[src/logic/vend_pkg.sv]
package vend_pkg;

    typedef enum logic [1:0] {
        coin_none    = 2'd0, // no coin or unreadable
        coin_nickel  = 2'd1,
        coin_dime    = 2'd2,
        coin_quarter = 2'd3
    } coin_t;

    typedef enum logic [1:0] {
        st_idle   = 2'd0,
        st_credit = 2'd1,
        st_vend   = 2'd2,
        st_change = 2'd3
    } vend_state_t;

    localparam int cents_w = 6; // 20 + 25 fits
    localparam logic [cents_w-1:0] price_cents = 6'd25;
    localparam int hold_cycles = 16; // per message on the display
    localparam int queue_depth = 4;

    // active low with segment a in the msb through g in the lsb
    localparam logic [6:0] glyph_blank = 7'b111_1111;
    localparam logic [6:0] glyph_0     = 7'b000_0001;
    localparam logic [6:0] glyph_1     = 7'b100_1111;
    localparam logic [6:0] glyph_2     = 7'b001_0010;
    localparam logic [6:0] glyph_3     = 7'b000_0110;
    localparam logic [6:0] glyph_4     = 7'b100_1100;
    localparam logic [6:0] glyph_5     = 7'b010_0100;
    localparam logic [6:0] glyph_6     = 7'b010_0000;
    localparam logic [6:0] glyph_7     = 7'b000_1111;
    localparam logic [6:0] glyph_8     = 7'b000_0000;
    localparam logic [6:0] glyph_9     = 7'b000_0100;
    localparam logic [6:0] glyph_b     = 7'b110_0000;
    localparam logic [6:0] glyph_u     = 7'b110_0011;
    localparam logic [6:0] glyph_y     = 7'b100_0100;
    localparam logic [6:0] glyph_n     = 7'b110_1010;
    localparam logic [6:0] glyph_j     = 7'b100_0011;
    localparam logic [6:0] glyph_o     = 7'b110_0010;
    localparam logic [6:0] glyph_c     = 7'b011_0001;
    localparam logic [6:0] glyph_h     = 7'b110_1000;

endpackage

[src/logic/coin_intake.sv]
`timescale 1ns/1ns

module coin_intake (
    input  logic            clk,
    input  logic            reset,
    input  logic            coin_level,
    input  vend_pkg::coin_t coin_kind,
    input  logic            full,
    output logic            wr_en,
    output vend_pkg::coin_t wr_kind,
    output logic            coin_reject
);

    logic level_meta;
    logic level_sync;
    logic level_prev;
    logic rise;
    logic kind_bad;

    assign rise     = level_sync && !level_prev;
    assign kind_bad = (coin_kind == vend_pkg::coin_none);

    always_ff @(posedge clk or posedge reset) begin
        if (reset) begin
            level_meta  <= 1'b0;
            level_sync  <= 1'b0;
            level_prev  <= 1'b0;
            wr_en       <= 1'b0;
            coin_reject <= 1'b0;
        end else begin
            level_meta  <= coin_level; // sensor is asynchronous
            level_sync  <= level_meta;
            level_prev  <= level_sync;
            wr_en       <= rise && !kind_bad && !full;
            coin_reject <= rise && (kind_bad || full); // no room counts as a reject too
        end
    end

    // kind is settled well before the level edge gets through the flops
    always_ff @(posedge clk) begin
        if (rise) begin
            wr_kind <= coin_kind;
        end
    end

endmodule

[src/logic/coin_queue.sv]
`timescale 1ns/1ns

module coin_queue (
    input  logic            clk,
    input  logic            reset,
    input  logic            wr_en,
    input  vend_pkg::coin_t wr_kind,
    output logic            full,
    output logic            coin_req,
    output vend_pkg::coin_t coin_kind_out,
    input  logic            coin_ack
);

    vend_pkg::coin_t mem [vend_pkg::queue_depth];

    logic [$clog2(vend_pkg::queue_depth)-1:0]   wr_ptr;
    logic [$clog2(vend_pkg::queue_depth)-1:0]   rd_ptr;
    logic [$clog2(vend_pkg::queue_depth+1)-1:0] count;
    logic push;
    logic pop;

    assign full          = (count == $bits(count)'(vend_pkg::queue_depth));
    assign push          = wr_en && !full;
    assign pop           = coin_req && coin_ack; // consumer has latched the head
    assign coin_kind_out = mem[rd_ptr];

    always_ff @(posedge clk) begin
        if (push) begin
            mem[wr_ptr] <= wr_kind;
        end
    end

    always_ff @(posedge clk or posedge reset) begin
        if (reset) begin
            wr_ptr   <= '0;
            rd_ptr   <= '0;
            count    <= '0;
            coin_req <= 1'b0;
        end else begin
            if (push) begin
                wr_ptr <= wr_ptr + 1'b1; // depth is a power of two
            end
            if (pop) begin
                rd_ptr <= rd_ptr + 1'b1;
            end
            case ({push, pop})
                2'b10:   count <= count + 1'b1;
                2'b01:   count <= count - 1'b1;
                default: count <= count;
            endcase

            // re-arm only once ack is back low
            if (pop) begin
                coin_req <= 1'b0;
            end else if (!coin_req && !coin_ack && count != '0) begin
                coin_req <= 1'b1;
            end
        end
    end

    a_kind_stable: assert property (
        @(posedge clk) disable iff (reset)
        coin_req && $past(coin_req) |-> $stable(coin_kind_out)
    ) else $error("coin_kind_out changed while coin_req high");

    a_no_write_full: assert property (
        @(posedge clk) disable iff (reset)
        wr_en |-> !full
    ) else $error("write into full coin queue");

endmodule

[src/logic/vend_fsm.sv]
`timescale 1ns/1ns

module vend_fsm (
    input  logic                          clk,
    input  logic                          reset,
    input  logic                          coin_req,
    input  vend_pkg::coin_t               coin_kind,
    output logic                          coin_ack,
    output vend_pkg::vend_state_t         state,
    output logic [vend_pkg::cents_w-1:0]  credit_cents,
    output logic [vend_pkg::cents_w-1:0]  change_cents,
    output logic                          vend
);

    logic [$clog2(vend_pkg::hold_cycles)-1:0] hold_cnt;
    logic [vend_pkg::cents_w-1:0] coin_value;
    logic [vend_pkg::cents_w-1:0] new_credit;
    logic accepting;
    logic take_coin;
    logic hold_done;

    always_comb begin
        case (coin_kind)
            vend_pkg::coin_nickel:  coin_value = vend_pkg::cents_w'(5);
            vend_pkg::coin_dime:    coin_value = vend_pkg::cents_w'(10);
            vend_pkg::coin_quarter: coin_value = vend_pkg::cents_w'(25);
            default:                coin_value = '0; // never queued
        endcase
    end

    assign new_credit = credit_cents + coin_value;
    assign accepting  = (state == vend_pkg::st_idle) || (state == vend_pkg::st_credit);
    assign take_coin  = coin_req && !coin_ack && accepting; // back-pressure otherwise
    assign hold_done  = (hold_cnt == $bits(hold_cnt)'(vend_pkg::hold_cycles - 1));

    always_ff @(posedge clk or posedge reset) begin
        if (reset) begin
            state        <= vend_pkg::st_idle;
            coin_ack     <= 1'b0;
            credit_cents <= '0;
            change_cents <= '0;
            vend         <= 1'b0;
            hold_cnt     <= '0;
        end else begin
            vend <= 1'b0;

            if (coin_ack) begin
                coin_ack <= coin_req; // drop once req has gone low
            end else if (take_coin) begin
                coin_ack <= 1'b1;
            end

            case (state)
                vend_pkg::st_idle,
                vend_pkg::st_credit: begin
                    hold_cnt <= '0;
                    if (take_coin) begin
                        if (new_credit >= vend_pkg::price_cents) begin
                            state        <= vend_pkg::st_vend;
                            vend         <= 1'b1;
                            change_cents <= new_credit - vend_pkg::price_cents;
                            credit_cents <= '0;
                        end else begin
                            state        <= vend_pkg::st_credit;
                            credit_cents <= new_credit;
                        end
                    end
                end
                vend_pkg::st_vend: begin
                    if (hold_done) begin
                        hold_cnt <= '0;
                        state    <= (change_cents != '0) ? vend_pkg::st_change
                                                         : vend_pkg::st_idle;
                    end else begin
                        hold_cnt <= hold_cnt + 1'b1;
                    end
                end
                default: begin // st_change
                    if (hold_done) begin
                        hold_cnt <= '0;
                        state    <= vend_pkg::st_idle;
                    end else begin
                        hold_cnt <= hold_cnt + 1'b1;
                    end
                end
            endcase
        end
    end

    a_ack_after_req: assert property (
        @(posedge clk) disable iff (reset)
        $rose(coin_ack) |-> $past(coin_req)
    ) else $error("coin_ack rose without a pending coin_req");

endmodule

[src/logic/seg7_control.sv]
`timescale 1ns/1ns

module seg7_control #(
    parameter int scan_div = 100000 // cycles per digit
) (
    input  logic                         clk,
    input  logic                         reset,
    input  vend_pkg::vend_state_t        state,
    input  logic [vend_pkg::cents_w-1:0] credit_cents,
    input  logic [vend_pkg::cents_w-1:0] change_cents,
    output logic [0:6]                   seg,
    output logic [3:0]                   an
);

    logic [$clog2(scan_div+1)-1:0] scan_timer;
    logic [1:0] digit_idx;
    logic [vend_pkg::cents_w-1:0] shown;
    logic [3:0] tens;
    logic [3:0] units;
    logic [6:0] tens_glyph;
    logic [6:0] next_seg;

    function automatic logic [6:0] digit_glyph(input logic [3:0] d);
        case (d)
            4'd0:    return vend_pkg::glyph_0;
            4'd1:    return vend_pkg::glyph_1;
            4'd2:    return vend_pkg::glyph_2;
            4'd3:    return vend_pkg::glyph_3;
            4'd4:    return vend_pkg::glyph_4;
            4'd5:    return vend_pkg::glyph_5;
            4'd6:    return vend_pkg::glyph_6;
            4'd7:    return vend_pkg::glyph_7;
            4'd8:    return vend_pkg::glyph_8;
            4'd9:    return vend_pkg::glyph_9;
            default: return vend_pkg::glyph_blank;
        endcase
    endfunction

    always_ff @(posedge clk or posedge reset) begin
        if (reset) begin
            scan_timer <= '0;
            digit_idx  <= 2'd0;
        end else if (scan_timer == $bits(scan_timer)'(scan_div - 1)) begin
            scan_timer <= '0;
            digit_idx  <= digit_idx + 2'd1;
        end else begin
            scan_timer <= scan_timer + 1'b1;
        end
    end

    always_comb begin
        case (digit_idx)
            2'd0:    an = 4'b0111; // leftmost
            2'd1:    an = 4'b1011;
            2'd2:    an = 4'b1101;
            default: an = 4'b1110;
        endcase
    end

    assign shown      = (state == vend_pkg::st_change) ? change_cents : credit_cents;
    assign tens       = 4'(shown / 10);
    assign units      = 4'(shown % 10);
    assign tens_glyph = (tens == 4'd0) ? vend_pkg::glyph_blank : digit_glyph(tens);

    always_comb begin
        next_seg = vend_pkg::glyph_blank;
        case (state)
            vend_pkg::st_idle: begin
                case (digit_idx)
                    2'd1:    next_seg = vend_pkg::glyph_b;
                    2'd2:    next_seg = vend_pkg::glyph_u;
                    2'd3:    next_seg = vend_pkg::glyph_y;
                    default: next_seg = vend_pkg::glyph_blank;
                endcase
            end
            vend_pkg::st_credit: begin
                case (digit_idx)
                    2'd1:    next_seg = tens_glyph;
                    2'd2:    next_seg = digit_glyph(units);
                    default: next_seg = vend_pkg::glyph_blank;
                endcase
            end
            vend_pkg::st_vend: begin
                case (digit_idx)
                    2'd0:    next_seg = vend_pkg::glyph_n;
                    2'd1:    next_seg = vend_pkg::glyph_j;
                    2'd2:    next_seg = vend_pkg::glyph_o;
                    default: next_seg = vend_pkg::glyph_y;
                endcase
            end
            default: begin // st_change with tens and units on the right
                case (digit_idx)
                    2'd0:    next_seg = vend_pkg::glyph_c;
                    2'd1:    next_seg = vend_pkg::glyph_h;
                    2'd2:    next_seg = tens_glyph;
                    default: next_seg = digit_glyph(units);
                endcase
            end
        endcase
    end

    always_ff @(posedge clk) begin
        seg <= next_seg; // one cycle behind an
    end

    a_one_anode: assert property (
        @(posedge clk) disable iff (reset)
        $onehot(~an)
    ) else $error("anode select not one-hot low");

endmodule

[src/logic/vending_top.sv]
`timescale 1ns/1ns

module vending_top #(
    parameter int scan_div = 100000
) (
    input  logic                         clk,
    input  logic                         reset,
    input  logic                         coin_level,
    input  vend_pkg::coin_t              coin_kind,
    output logic                         coin_reject,
    output logic                         vend,
    output logic [vend_pkg::cents_w-1:0] change_cents,
    output logic [0:6]                   seg,
    output logic [3:0]                   an
);

    logic                         wr_en;
    vend_pkg::coin_t              wr_kind;
    logic                         full;
    logic                         coin_req;
    vend_pkg::coin_t              coin_kind_q;
    logic                         coin_ack;
    vend_pkg::vend_state_t        state;
    logic [vend_pkg::cents_w-1:0] credit_cents;

    coin_intake coin_intake_i (
        .clk         (clk),
        .reset       (reset),
        .coin_level  (coin_level),
        .coin_kind   (coin_kind),
        .full        (full),
        .wr_en       (wr_en),
        .wr_kind     (wr_kind),
        .coin_reject (coin_reject)
    );

    coin_queue coin_queue_i (
        .clk           (clk),
        .reset         (reset),
        .wr_en         (wr_en),
        .wr_kind       (wr_kind),
        .full          (full),
        .coin_req      (coin_req),
        .coin_kind_out (coin_kind_q),
        .coin_ack      (coin_ack)
    );

    vend_fsm vend_fsm_i (
        .clk          (clk),
        .reset        (reset),
        .coin_req     (coin_req),
        .coin_kind    (coin_kind_q),
        .coin_ack     (coin_ack),
        .state        (state),
        .credit_cents (credit_cents),
        .change_cents (change_cents),
        .vend         (vend)
    );

    seg7_control #(
        .scan_div (scan_div)
    ) seg7_control_i (
        .clk          (clk),
        .reset        (reset),
        .state        (state),
        .credit_cents (credit_cents),
        .change_cents (change_cents),
        .seg          (seg),
        .an           (an)
    );

endmodule

[config.mk]
export PLATFORM = sky130hd
export DESIGN_NAME = vending_top
export DESIGN_NICKNAME = d
export VERILOG_FILES = /design/src/logic/vend_pkg.sv /design/src/logic/coin_intake.sv /design/src/logic/coin_queue.sv /design/src/logic/vend_fsm.sv /design/src/logic/seg7_control.sv /design/src/logic/vending_top.sv
export SDC_FILE = /design/constraint.sdc
export NUM_CORES = 1
export LEC_CHECK = 0
export ABC_AREA = 1
export BUFFER_PORTS_ARGS = -buffer_cell sky130_fd_sc_hd__buf_4
export CORE_ASPECT_RATIO = 0.7
export CORE_MARGIN = 5
export CORE_UTILIZATION = 60
export CTS_BUF_LIST = sky130_fd_sc_hd__clkbuf_16
export CTS_CLUSTER_DIAMETER = 50
export DETAILED_ROUTE_END_ITERATION = 8
export GPL_ROUTABILITY_DRIVEN = 0
export HOLD_SLACK_MARGIN = 0.02
export PLACE_DENSITY = 0.78
export SETUP_SLACK_MARGIN = 0.4
export SYNTH_ARGS = -nofsm -noshare
export SYNTH_HDL_FRONTEND = slang
export SYNTH_HIERARCHICAL = 1
export SYNTH_SLANG_ARGS = --single-unit
[constraint.sdc]
create_clock -name clk -period 6.2 [get_ports clk]
set_input_delay 1.86 -clock clk [delete_from_list [all_inputs] [get_ports clk]]
set_output_delay 1.86 -clock clk [all_outputs]
set_load 0.005 [all_outputs]
# Word-level counts from Yosys, hierarchy flattened
# Memory sizes are Yosys's and may differ from the RTL's.
# Index checks and enable logic that the tools add are counted.
# word_totals
register_bits,61
inputBits,5
ram_bits,8
memories,4
elab_cells,110
romBits,336
# memory_table
memory,words,word_bits,read_ports,rd_clocked_by_memory_dff,write_ports,line_no,source
(name not given),16,7,1,0,0,seg7_control.sv:24,case (d)
(name not given),16,7,1,0,0,seg7_control.sv:24,
(name not given),16,7,1,0,0,seg7_control.sv:24,
coin_queue_i.mem,4,2,1,0,1,coin_queue.sv:14,vend_pkg::coin_t mem [vend_pkg::queue_depth];
# classes
mux,29
n_lt_le_gt_ge,1
add_sub_neg,9
reduce_logical,30
div_mod_pow,2
eq_ne,16
# op_table
op,count
7-bit case mux with 3 select lines,2
6-bit case mux with 3 select lines,2
"6-bit by 4-bit divider with 32-bit output, second input constant",1
"6-bit by 4-bit modulo with 32-bit output, second input constant",1
"17-bit by 1-bit adder with 17-bit output, second input constant",1
"17-bit == test, second input constant",1
17-bit 2-to-1 mux,1
5-bit case mux with 3 select lines,1
"2-bit == test, second input constant",7
7-bit case mux with 2 select lines,1
6-bit 2-to-1 mux,2
4-bit case mux with 3 select lines,1
1-bit logical AND,10
2-bit 2-to-1 mux,5
1-bit 2-to-1 mux,9
"2-bit by 1-bit == test with 1-bit output, second input constant",4
4-bit 2-to-1 mux,2
7-bit 2-to-1 mux,1
"2-bit by 1-bit adder with 2-bit output, second input constant",3
6-bit by 5-bit adder with 6-bit output,1
"6-bit by 5-bit >= comparator with 1-bit output, second input constant",1
2-bit logical NOT,3
3-bit case mux with 2 select lines,1
3-bit AND reduction,2
17 further kinds,24

# Longest topological paths before layout
# Gate-level depths: netlist of run 1.
# An unclocked memory read counts as a cell.
# logic_depth
word_depth,8
mapped_depth,32
mapped_depth_nobuf,30

# By module
# Netlist of run 1, hierarchy kept.
# modules_own_cells
mod,cells_each,area_each_um2,seq_area_each_um2,n_inst
seg7_control,413,2788.9,615.6,1
vend_fsm,174,1278.7,500.5,1
coin_queue,82,797.0,440.4,1
coin_intake,16,225.2,185.2,1

# Worst setup path before layout of run 1
# Ideal clock, no wire load.
# synth_timing
kind,reg2reg
start,reg vend_fsm_i.state[1]
end,reg seg7_control_i/seg[3] in the netlist's numbering
n_path_buf,2
required_ns,6.078
period_less_slack_ns,3.663
arrival_time_ns,3.541
stages_incl_launch_ff,31
setup_slack_ns,2.537
path_cell_list,dfrtp_1 > buf_4 > nand2_4 > nand2_2 > nand2_4 > inv_2 > ha_1 > nor2_2 > inv_1 > ha_1 > inv_1 > nand2_2 > nand2_4 > nand3_2 > nor2_4 > nand2_4 > buf_6 > nand3_1 > nand2_2 > nor2_4 > nand3_4 > nand2_1 > nand2_1 > ha_1 > nand3b_1 > nand2_1 > nand2_1 > nand3_1 > nand2_1 > nand2_1 > a21oi_1
# synth_via
elab_chain_cells,7
elab_cells_between_ends,15
classes_between,div (2); eq/ne (3); mux (5); reduce/logical (2); memory (3)
# synth_lines
element,line_no,source
"start, declared",vend_fsm.sv:9,"output vend_pkg::vend_state_t state,"
"start signal, assigned",vend_fsm.sv:38,state <= vend_pkg::st_idle;
"start signal, assigned",vend_fsm.sv:59,state <= vend_pkg::st_vend;
"start signal, assigned",vend_fsm.sv:64,state <= vend_pkg::st_credit;
2-bit == test,seg7_control.sv:60,assign shown = (state == vend_pkg::st_change) ? change_cents : credit_cents;
6-bit 2-to-1 mux,seg7_control.sv:60,
6-bit by 4-bit divider with 32-bit output,seg7_control.sv:61,assign tens = 4'(shown / 10);
memory read 16 x 7 bit / 4-bit logical NOT (equally long branches),n/a,
7-bit 2-to-1 mux,seg7_control.sv:63,assign tens_glyph = (tens == 4'd0) ? vend_pkg::glyph_blank : digit_glyph(tens);
7-bit case mux with 3 select lines / 7-bit case mux with 2 select lines (equally long branches),"seg7_control.sv:92, seg7_control.sv:77",
7-bit case mux with 3 select lines (*),seg7_control.sv:67,case (state)
named net seg7_control_i.next_seg[3],seg7_control.sv:21,logic [6:0] next_seg;
"end signal, assigned",seg7_control.sv:103,seg <= next_seg;
"end, declared",seg7_control.sv:11,"output logic [0:6] seg,"
# Mark *: on every way through the listed nets, which the timed path passes. The rest lies on a longest branch.
# A chain may end at the register's enable or synchronous reset.

# Final worst setup path of run 1
# layout_timing
start,reg vend_fsm_i.state[0]
end,reg seg7_control_i/seg[3] in the netlist's numbering
# Same word-level chain as after synthesis.

==> results.cfg, run 1 <==
[critical_path]
reg2reg_from = vend_fsm_i/state[0]$_DFFE_PP0P_
r2r_cells = 26
crit_path_frequent_cell = nand2_1
critPathLaunchType = register
cpMaxStageDelayCell = dfrtp_1
critPathCaptureType = register
max_stage_delay_ps = 730
crit_arrival_ps = 4730
critical_path_required_ps = 6420
criticalPathCategory = register to register
regToRegSetupSlack_ps = 1690
worstPathMaxFanout = 16
r2r-end = seg7_control_i/seg[3]$_DFF_P_

[sta]
slew_headroom = 0.432
fin_crit_ps = 4510
final.setup_skew_ps = 9.25
hold_violations = 0
setup_viol = 0
fmax_ghz = 0.222
max_slew.worst_pin.slew_ps = 848
rsz0062_at_grt = no
finalSetupTns_ps = 0
maxSlewViolCount = 0
min_period_over_period = 0.727

[cts]
clockBufferDepth = 2
clk_latency_ps = 330
cts_tree = yes
cts.sinks = 69
clk_pin_slew_ps = 60
cts_setup_buffers = 0
postCtsHoldBufs = 0
cts_resized = 0
cts_root_buf = clkbuf_16
htree_levels = 3
cts-buffers-inserted = 9

[finish]
drive_above_1_share = 0.151
nets = 754
regArea_um2 = 1740
area_growth_pct = 10.9
multi_input_area_um2 = 2790
n_antenna_cell = 0
postLayoutCoreUtil = 0.674
fillers = 684

[logic_synthesis]
ys.flop_type = dfrtp_1
synth.cell_area_um2 = 5090
synth_top_cell_by_area = dfrtp_1
synthesis.nets = 729
synthTopCellsByCount = 174 x nand2_1, 122 x inv_1, 56 x nor2_1
yosysTopAreaCellShare = 0.256
ys_seq_area_frac = 0.342
syn_inst = 685
synth_seq_cells = 69
synth_most_common_cell = nand2_1
synth_area_per_cell_um2 = 7.43
synth.distinct_cells = 47
synth-edff-count = 10
yosys_warnings = 6
synthArstFlopShare = 0.754
yosys-top-cells-area = dfrtp_1 26%, nand2_1 13%, ha_1 9.1%, inv_1 9.0%, edfxtp_1 5.9%

[worst_hold_path]
holdPathEnd = coin_intake_i/level_sync$_DFF_PP0_
holdPathStages = 0
hold_class = register to register
hp-start = coin_intake_i/level_meta$_DFF_PP0_

[routing]
dr.pass1.iters = 5
vias_per_cell = 5.40
wl_per_cell_um = 13.2
num_vias = 4425
route.detailed.drc = 0
ant_nets = 0
routed_wl_um = 10800
drt_iter0_markers = 335

[die]
initial_core_util = 0.608
rows = 28
core_um2 = 8370
ios = 24
die_h_um = 87.1
die_w_um = 120
dieArea_um2 = 10500

[grt]
grt_start_max_net_pins = 21
antenna_found_initial = 0
track_usage = 0.223
grt_pass1_wl_um = 19000
grt_overflow_total = 0
grt_pass1_vias = 4259

[placement]
io_buffer_count = 23
hpwl_um = 8280

[run_status]
status = finished, final reports clean

[run]
maxCapViolations = 0
==> area by class of cell <==
type / instances / share of cell area
tap: 105 / 0.0233
clock buffer: 9 / 0.0399
inverter: 130 / 0.0867
multi-input combinational: 477 / 0.495
sequential: 69 / 0.309
clock inverter: 7 / 0.0162
timing repair buffer: 23 / 0.0306
==> worst max-delay path: cells and delay by family, from the launching register on <==
family	cells	cell delay (ps)
compound gates	5	870
fa+ha+maj	3	710
buf+inv	3	260
flops	1	730
simple gates	15	1800
==> cells in the final DEF, fill, tap and decap left out, drive strengths merged, types with 3 or more instances in the layout <==
master and n:
buf 23, a21oi 26, dfrtp 52, edfxtp 10, nor3 5, a31oi 4
inv 131, nor4 6, xor2 6, or2 4, nand3b 4, dfxtp 7
o21ai 30, nand3 60, clkbuf 9, nand4 10, o211ai 4, ha 37
xnor2 3, nand2 204, nor2 64
==> through the flow <==
step	cell area (µm²)	cells	worst slack, ps	hold WS [ps]
2_1_floorplan	5090	685	2540	331
3_3_place_gp	5330	804	2140	341
3_5_place_dp	5330	804	1820	336
4_1_cts	5640	820	1790	358
5_1_grt	5640	820	1250	367
6_report	5640	820	1690	355
==> how the worst max path moves through the flow <==
stage | cells past startpoint | end | slack [ps] | from
floorplan | 30 | seg7_control_i/seg[3]$_DFF_P_ | 2540 | vend_fsm_i/state[1]$_DFFE_PP0P_
global placement | 26 | seg7_control_i/seg[0]$_DFF_P_ | 2140 | vend_fsm_i/state[0]$_DFFE_PP0P_
detailed placement | 26 | seg7_control_i/seg[0]$_DFF_P_ | 1820 | vend_fsm_i/state[0]$_DFFE_PP0P_
CTS | 26 | seg7_control_i/seg[3]$_DFF_P_ | 1790 | vend_fsm_i/state[0]$_DFFE_PP0P_
global route | 26 | seg7_control_i/seg[3]$_DFF_P_ | 1250 | vend_fsm_i/state[0]$_DFFE_PP0P_
finish | 26 | seg7_control_i/seg[3]$_DFF_P_ | 1690 | vend_fsm_i/state[0]$_DFFE_PP0P_
==> cells by family after synthesis <==
kind of cell             synth area share
AND/OR/NAND/NOR                     0.352
buffers and inverters               0.109
AO/OA/AOI/OAI                      0.0821
flip-flops                          0.342
adder cells (fa/ha/maj)            0.0988
XOR/XNOR                           0.0155
==> flip-flops by register name, indices dropped and copies added, names as in the netlist, 2 cells and up <==
register	flops
vend_fsm_i/credit_cents	6
vend_fsm_i/state	2
coin_queue_i/count	3
seg7_control_i/seg	7
seg7_control_i/scan_timer	17
coin_intake_i/wr_kind	2
coin_queue_i/wr_ptr	2
seg7_control_i/digit_idx	2
coin_queue_i/rd_ptr	2
vend_fsm_i/change_cents	6
vend_fsm_i/hold_cnt	4
coin_queue_i/mem	8
==> layer usage <==
| layer | up-vias | track usage | share of wire |
|---|---|---|---|
| li1 | 2214 | - | - |
| met3 | 22 | 0.0552 | 0.059 |
| met2 | 135 | 0.366 | 0.45 |
| met4 | 0 | 0.0738 | 0.015 |
| met5 | - | 0 | 0 |
| met1 | 2054 | 0.291 | 0.48 |
Power of run 1 is left out: the tool's default activity adds up to more than one toggle a clock period on the data nets, which glitch-free logic cannot reach.
==> inputs of run 2 (changes only) <==
ABC_AREA = 0   (was 1)
CORE_UTILIZATION = 56   (was 60)
PLACE_DENSITY = 0.77   (was 0.78)
clock period = 3.85 ns   (was 6.2 ns; I/O delays follow)
==> run 2 against run 1 <==
Net effect:
- the flow now finishes with violations (negative setup slack)
- area after synthesis is 4.4% lower
- first-iteration DRC count is 61% higher
- wire length is 21% higher
- sequential share of layout area is 2.9 points lower
- cell area is 10% higher
- via count is 1.1% lower
- worst hold slack better by 2.0 ps
- worst setup slack worse by 2200 ps
- critical path type unchanged
==> results.cfg, run 2 <==
[run_status]
status = finished with violations
failed_checks = negative setup slack

[power_and_ir_drop]
ir_worst_vdd_v = 0.000510
powerDensity_nw_per_um2 = 1070
total_power_mw = 6.67
leakagePower_nw = 2.88

[sta]
hold_violations = 0
rsz0062_at_grt = yes
setup_ws_ps = -553
fmax_ghz = 0.227
finalSetupTns_ps = -3040
fin_crit_ps = 4400
max_slew.worst_pin.slew_ps = 795
hold_slack_ps = 357
final.setup_skew_ps = 5.16
maxSlewViolCount = 0
setup_viol = 7
min_period_over_period = 1.14
slew_headroom = 0.469

[grt]
antenna_found_initial = 0
grt_pass1_vias = 4337
grt_overflow_total = 0
grt_pass1_wl_um = 21500
grt_start_max_net_pins = 21
track_usage = 0.252

[die]
rows = 28
ios = 24
die_h_um = 88
dieArea_um2 = 10700
die_w_um = 121
core_um2 = 8480
initial_core_util = 0.574

[logic_synthesis]
synthArstFlopShare = 0.754
ys.flop_type = dfrtp_1
yosys_warnings = 6
yosysTopAreaCellShare = 0.267
synth_top_cell_by_area = dfrtp_1
synth_most_common_cell = dfrtp_1
synthTopCellsByCount = 52 x dfrtp_1, 42 x nor2_1, 38 x inv_1
synth.distinct_cells = 86
synth.cell_area_um2 = 4870
synth-edff-count = 10
synthesis.nets = 553
synth_area_per_cell_um2 = 9.56
yosys-top-cells-area = dfrtp_1 27%, ha_1 9.5%, edfxtp_1 6.2%, xnor2_1 3.4%, nor2_1 3.2%
ys_seq_area_frac = 0.358
syn_inst = 509
synth_seq_cells = 69

[finish]
largest_reg_flops = 17
mostFrequentLayoutCells = 103 x buf_4, 52 x dfrtp_1, 37 x nor2_1, 37 x nand2_1, 36 x inv_1
postLayoutCoreUtil = 0.735
final_cells = 734
n_antenna_cell = 0
regMostFlops = seg7_control_i/scan_timer
postLayoutCellArea_um2 = 6230
drive_above_1_share = 0.303
fillers = 548
top_regs = seg7_control_i/scan_timer (17), coin_queue_i/mem (8), seg7_control_i/seg (7)
layout_commonest_cell = buf_4
nets = 653
area_growth_pct = 28.0

[critical_path]
cpMaxStageDelayCell = dfrtp_1
worstPathMaxFanout = 5
criticalPathCategory = register to register
cp_cell_sequence = and2_4, mux2_4, ha_4, a211o_1, ha_4, nor2b_2, a221o_1, a21boi_4, buf_4, and2_1, a21oi_2, or3_4, inv_4, ha_4, nand2b_4, a31oi_2, o21ai_1, a21oi_1, o22ai_2, nor2_1, a22oi_1
path_buf_inv = 2
crit_arrival_ps = 4610
critPathLaunchType = register
critPathCaptureType = register
max_stage_delay_ps = 430
crit_path_frequent_cell = ha_4
path_depth = 21
r2r_cells = 21
cp_top_family = compound AO/OA/AOI/OAI gates
critical_path_required_ps = 4060

[run]
maxCapViolations = 0

[cts]
postCtsHoldBufs = 0
clk_pin_slew_ps = 60
clockBufferDepth = 2
cts_tree = yes
cts.sinks = 69
cts-buffers-inserted = 9
cts_root_buf = clkbuf_16
htree_levels = 3
clk_latency_ps = 340

[worst_hold_path]
hold_class = register to register
holdPathStages = 0

[routing]
vias_per_cell = 5.96
num_vias = 4377
wl_per_cell_um = 17.9
routed_wl_um = 13100
route.detailed.drc = 0
drt_iter0_markers = 539
ant_nets = 0
dr.pass1.iters = 5

[placement]
place_ws_ps = -632
hpwl_um = 9170
place_area_um2 = 5720
io_buffer_count = 23
dp_cells = 708
## run 2: cell count changes after synthesis, moves of 12 or more
cell     delta
and2_1     +12
and3_1     +13
inv_1      -84
nand2_1   -137
nand2_2    -17
nand2_4    -12
nand3_1    -28
nor2_1     -14
xnor2_1    +16
## run 2: cell type report
cell class | count | area [µm²] | area share
clock inverter | 6 | 66.3 | 0.0106
sequential | 69 | 1740 | 0.279
timing repair buffer | 104 | 785 | 0.126
clock buffer | 10 | 250 | 0.0402
inverter | 40 | 155 | 0.0249
tap | 120 | 150 | 0.0241
multi-input combinational | 385 | 3080 | 0.495
## run 2: worst reg2reg max path, stage by stage, from the launching register on
cell,delay [ps]
dfrtp_1,430
and2_4,190
mux2_4,320
ha_4,160
a211o_1,280
ha_4,300
nor2b_2,40
a221o_1,350
a21boi_4,180
buf_4,150
and2_1,180
a21oi_2,160
or3_4,210
inv_4,60
ha_4,170
nand2b_4,170
a31oi_2,240
o21ai_1,120
a21oi_1,220
o22ai_2,110
nor2_1,130
a22oi_1,110
## run 2: what timing repair did
action | 4_1_cts | 5_1_grt
gates resized for setup | 14 | 19
pin swaps | 15 | 7
setup endpoints to repair | 7 | 12
buffers inserted | 5 | 5
## run 2: routing by layer
metal	vias up	track usage	wire, µm
li1	2015	-	-
met1	2116	0.345	5570
met2	222	0.402	6180
met3	24	0.0717	1210
met4	0	0.0539	140
met5	-	0	0
## run 2: cells by family (layout without fill, tap and decap cells)
family,count (synthesis),in the layout,synth area share
compound gates,117,117,0.181
xor+xnor,34,34,0.0656
fa+ha+maj,39,39,0.103
buf+inv,55,160,0.0478
flops,69,69,0.358
mux,15,15,0.0447
simple gates,180,180,0.199
## run 2: final timing paths
kind	slack [ps]	endpoint	startpoint
worst max register to register	-550	seg7_control_i/seg[6]$_DFF_P_	vend_fsm_i/state[1]$_DFFE_PP0P_
worst max-delay path	-550	seg7_control_i/seg[6]$_DFF_P_	vend_fsm_i/state[1]$_DFFE_PP0P_
max in group asynchronous	2350	vend_fsm_i/credit_cents[1]$_DFFE_PP0P_	reset
worst min register to register	360	coin_intake_i/level_sync$_DFF_PP0_	coin_intake_i/level_meta$_DFF_PP0_
worst min-delay path	360	coin_intake_i/level_sync$_DFF_PP0_	coin_intake_i/level_meta$_DFF_PP0_
min in group asynchronous	750	coin_intake_i/wr_en$_DFF_PP0_	reset
## run 2: report_power, final
part / leakage [nW] / switching (mW) / internal, mW / total, mW
combinational: 1.91 / 2.42 / 2.32 / 4.74
clock: 0.159 / 0.333 / 0.545 / 0.878
sequential: 0.812 / 0.150 / 0.902 / 1.05
Note: power is estimated with default switching activity, not from simulation.
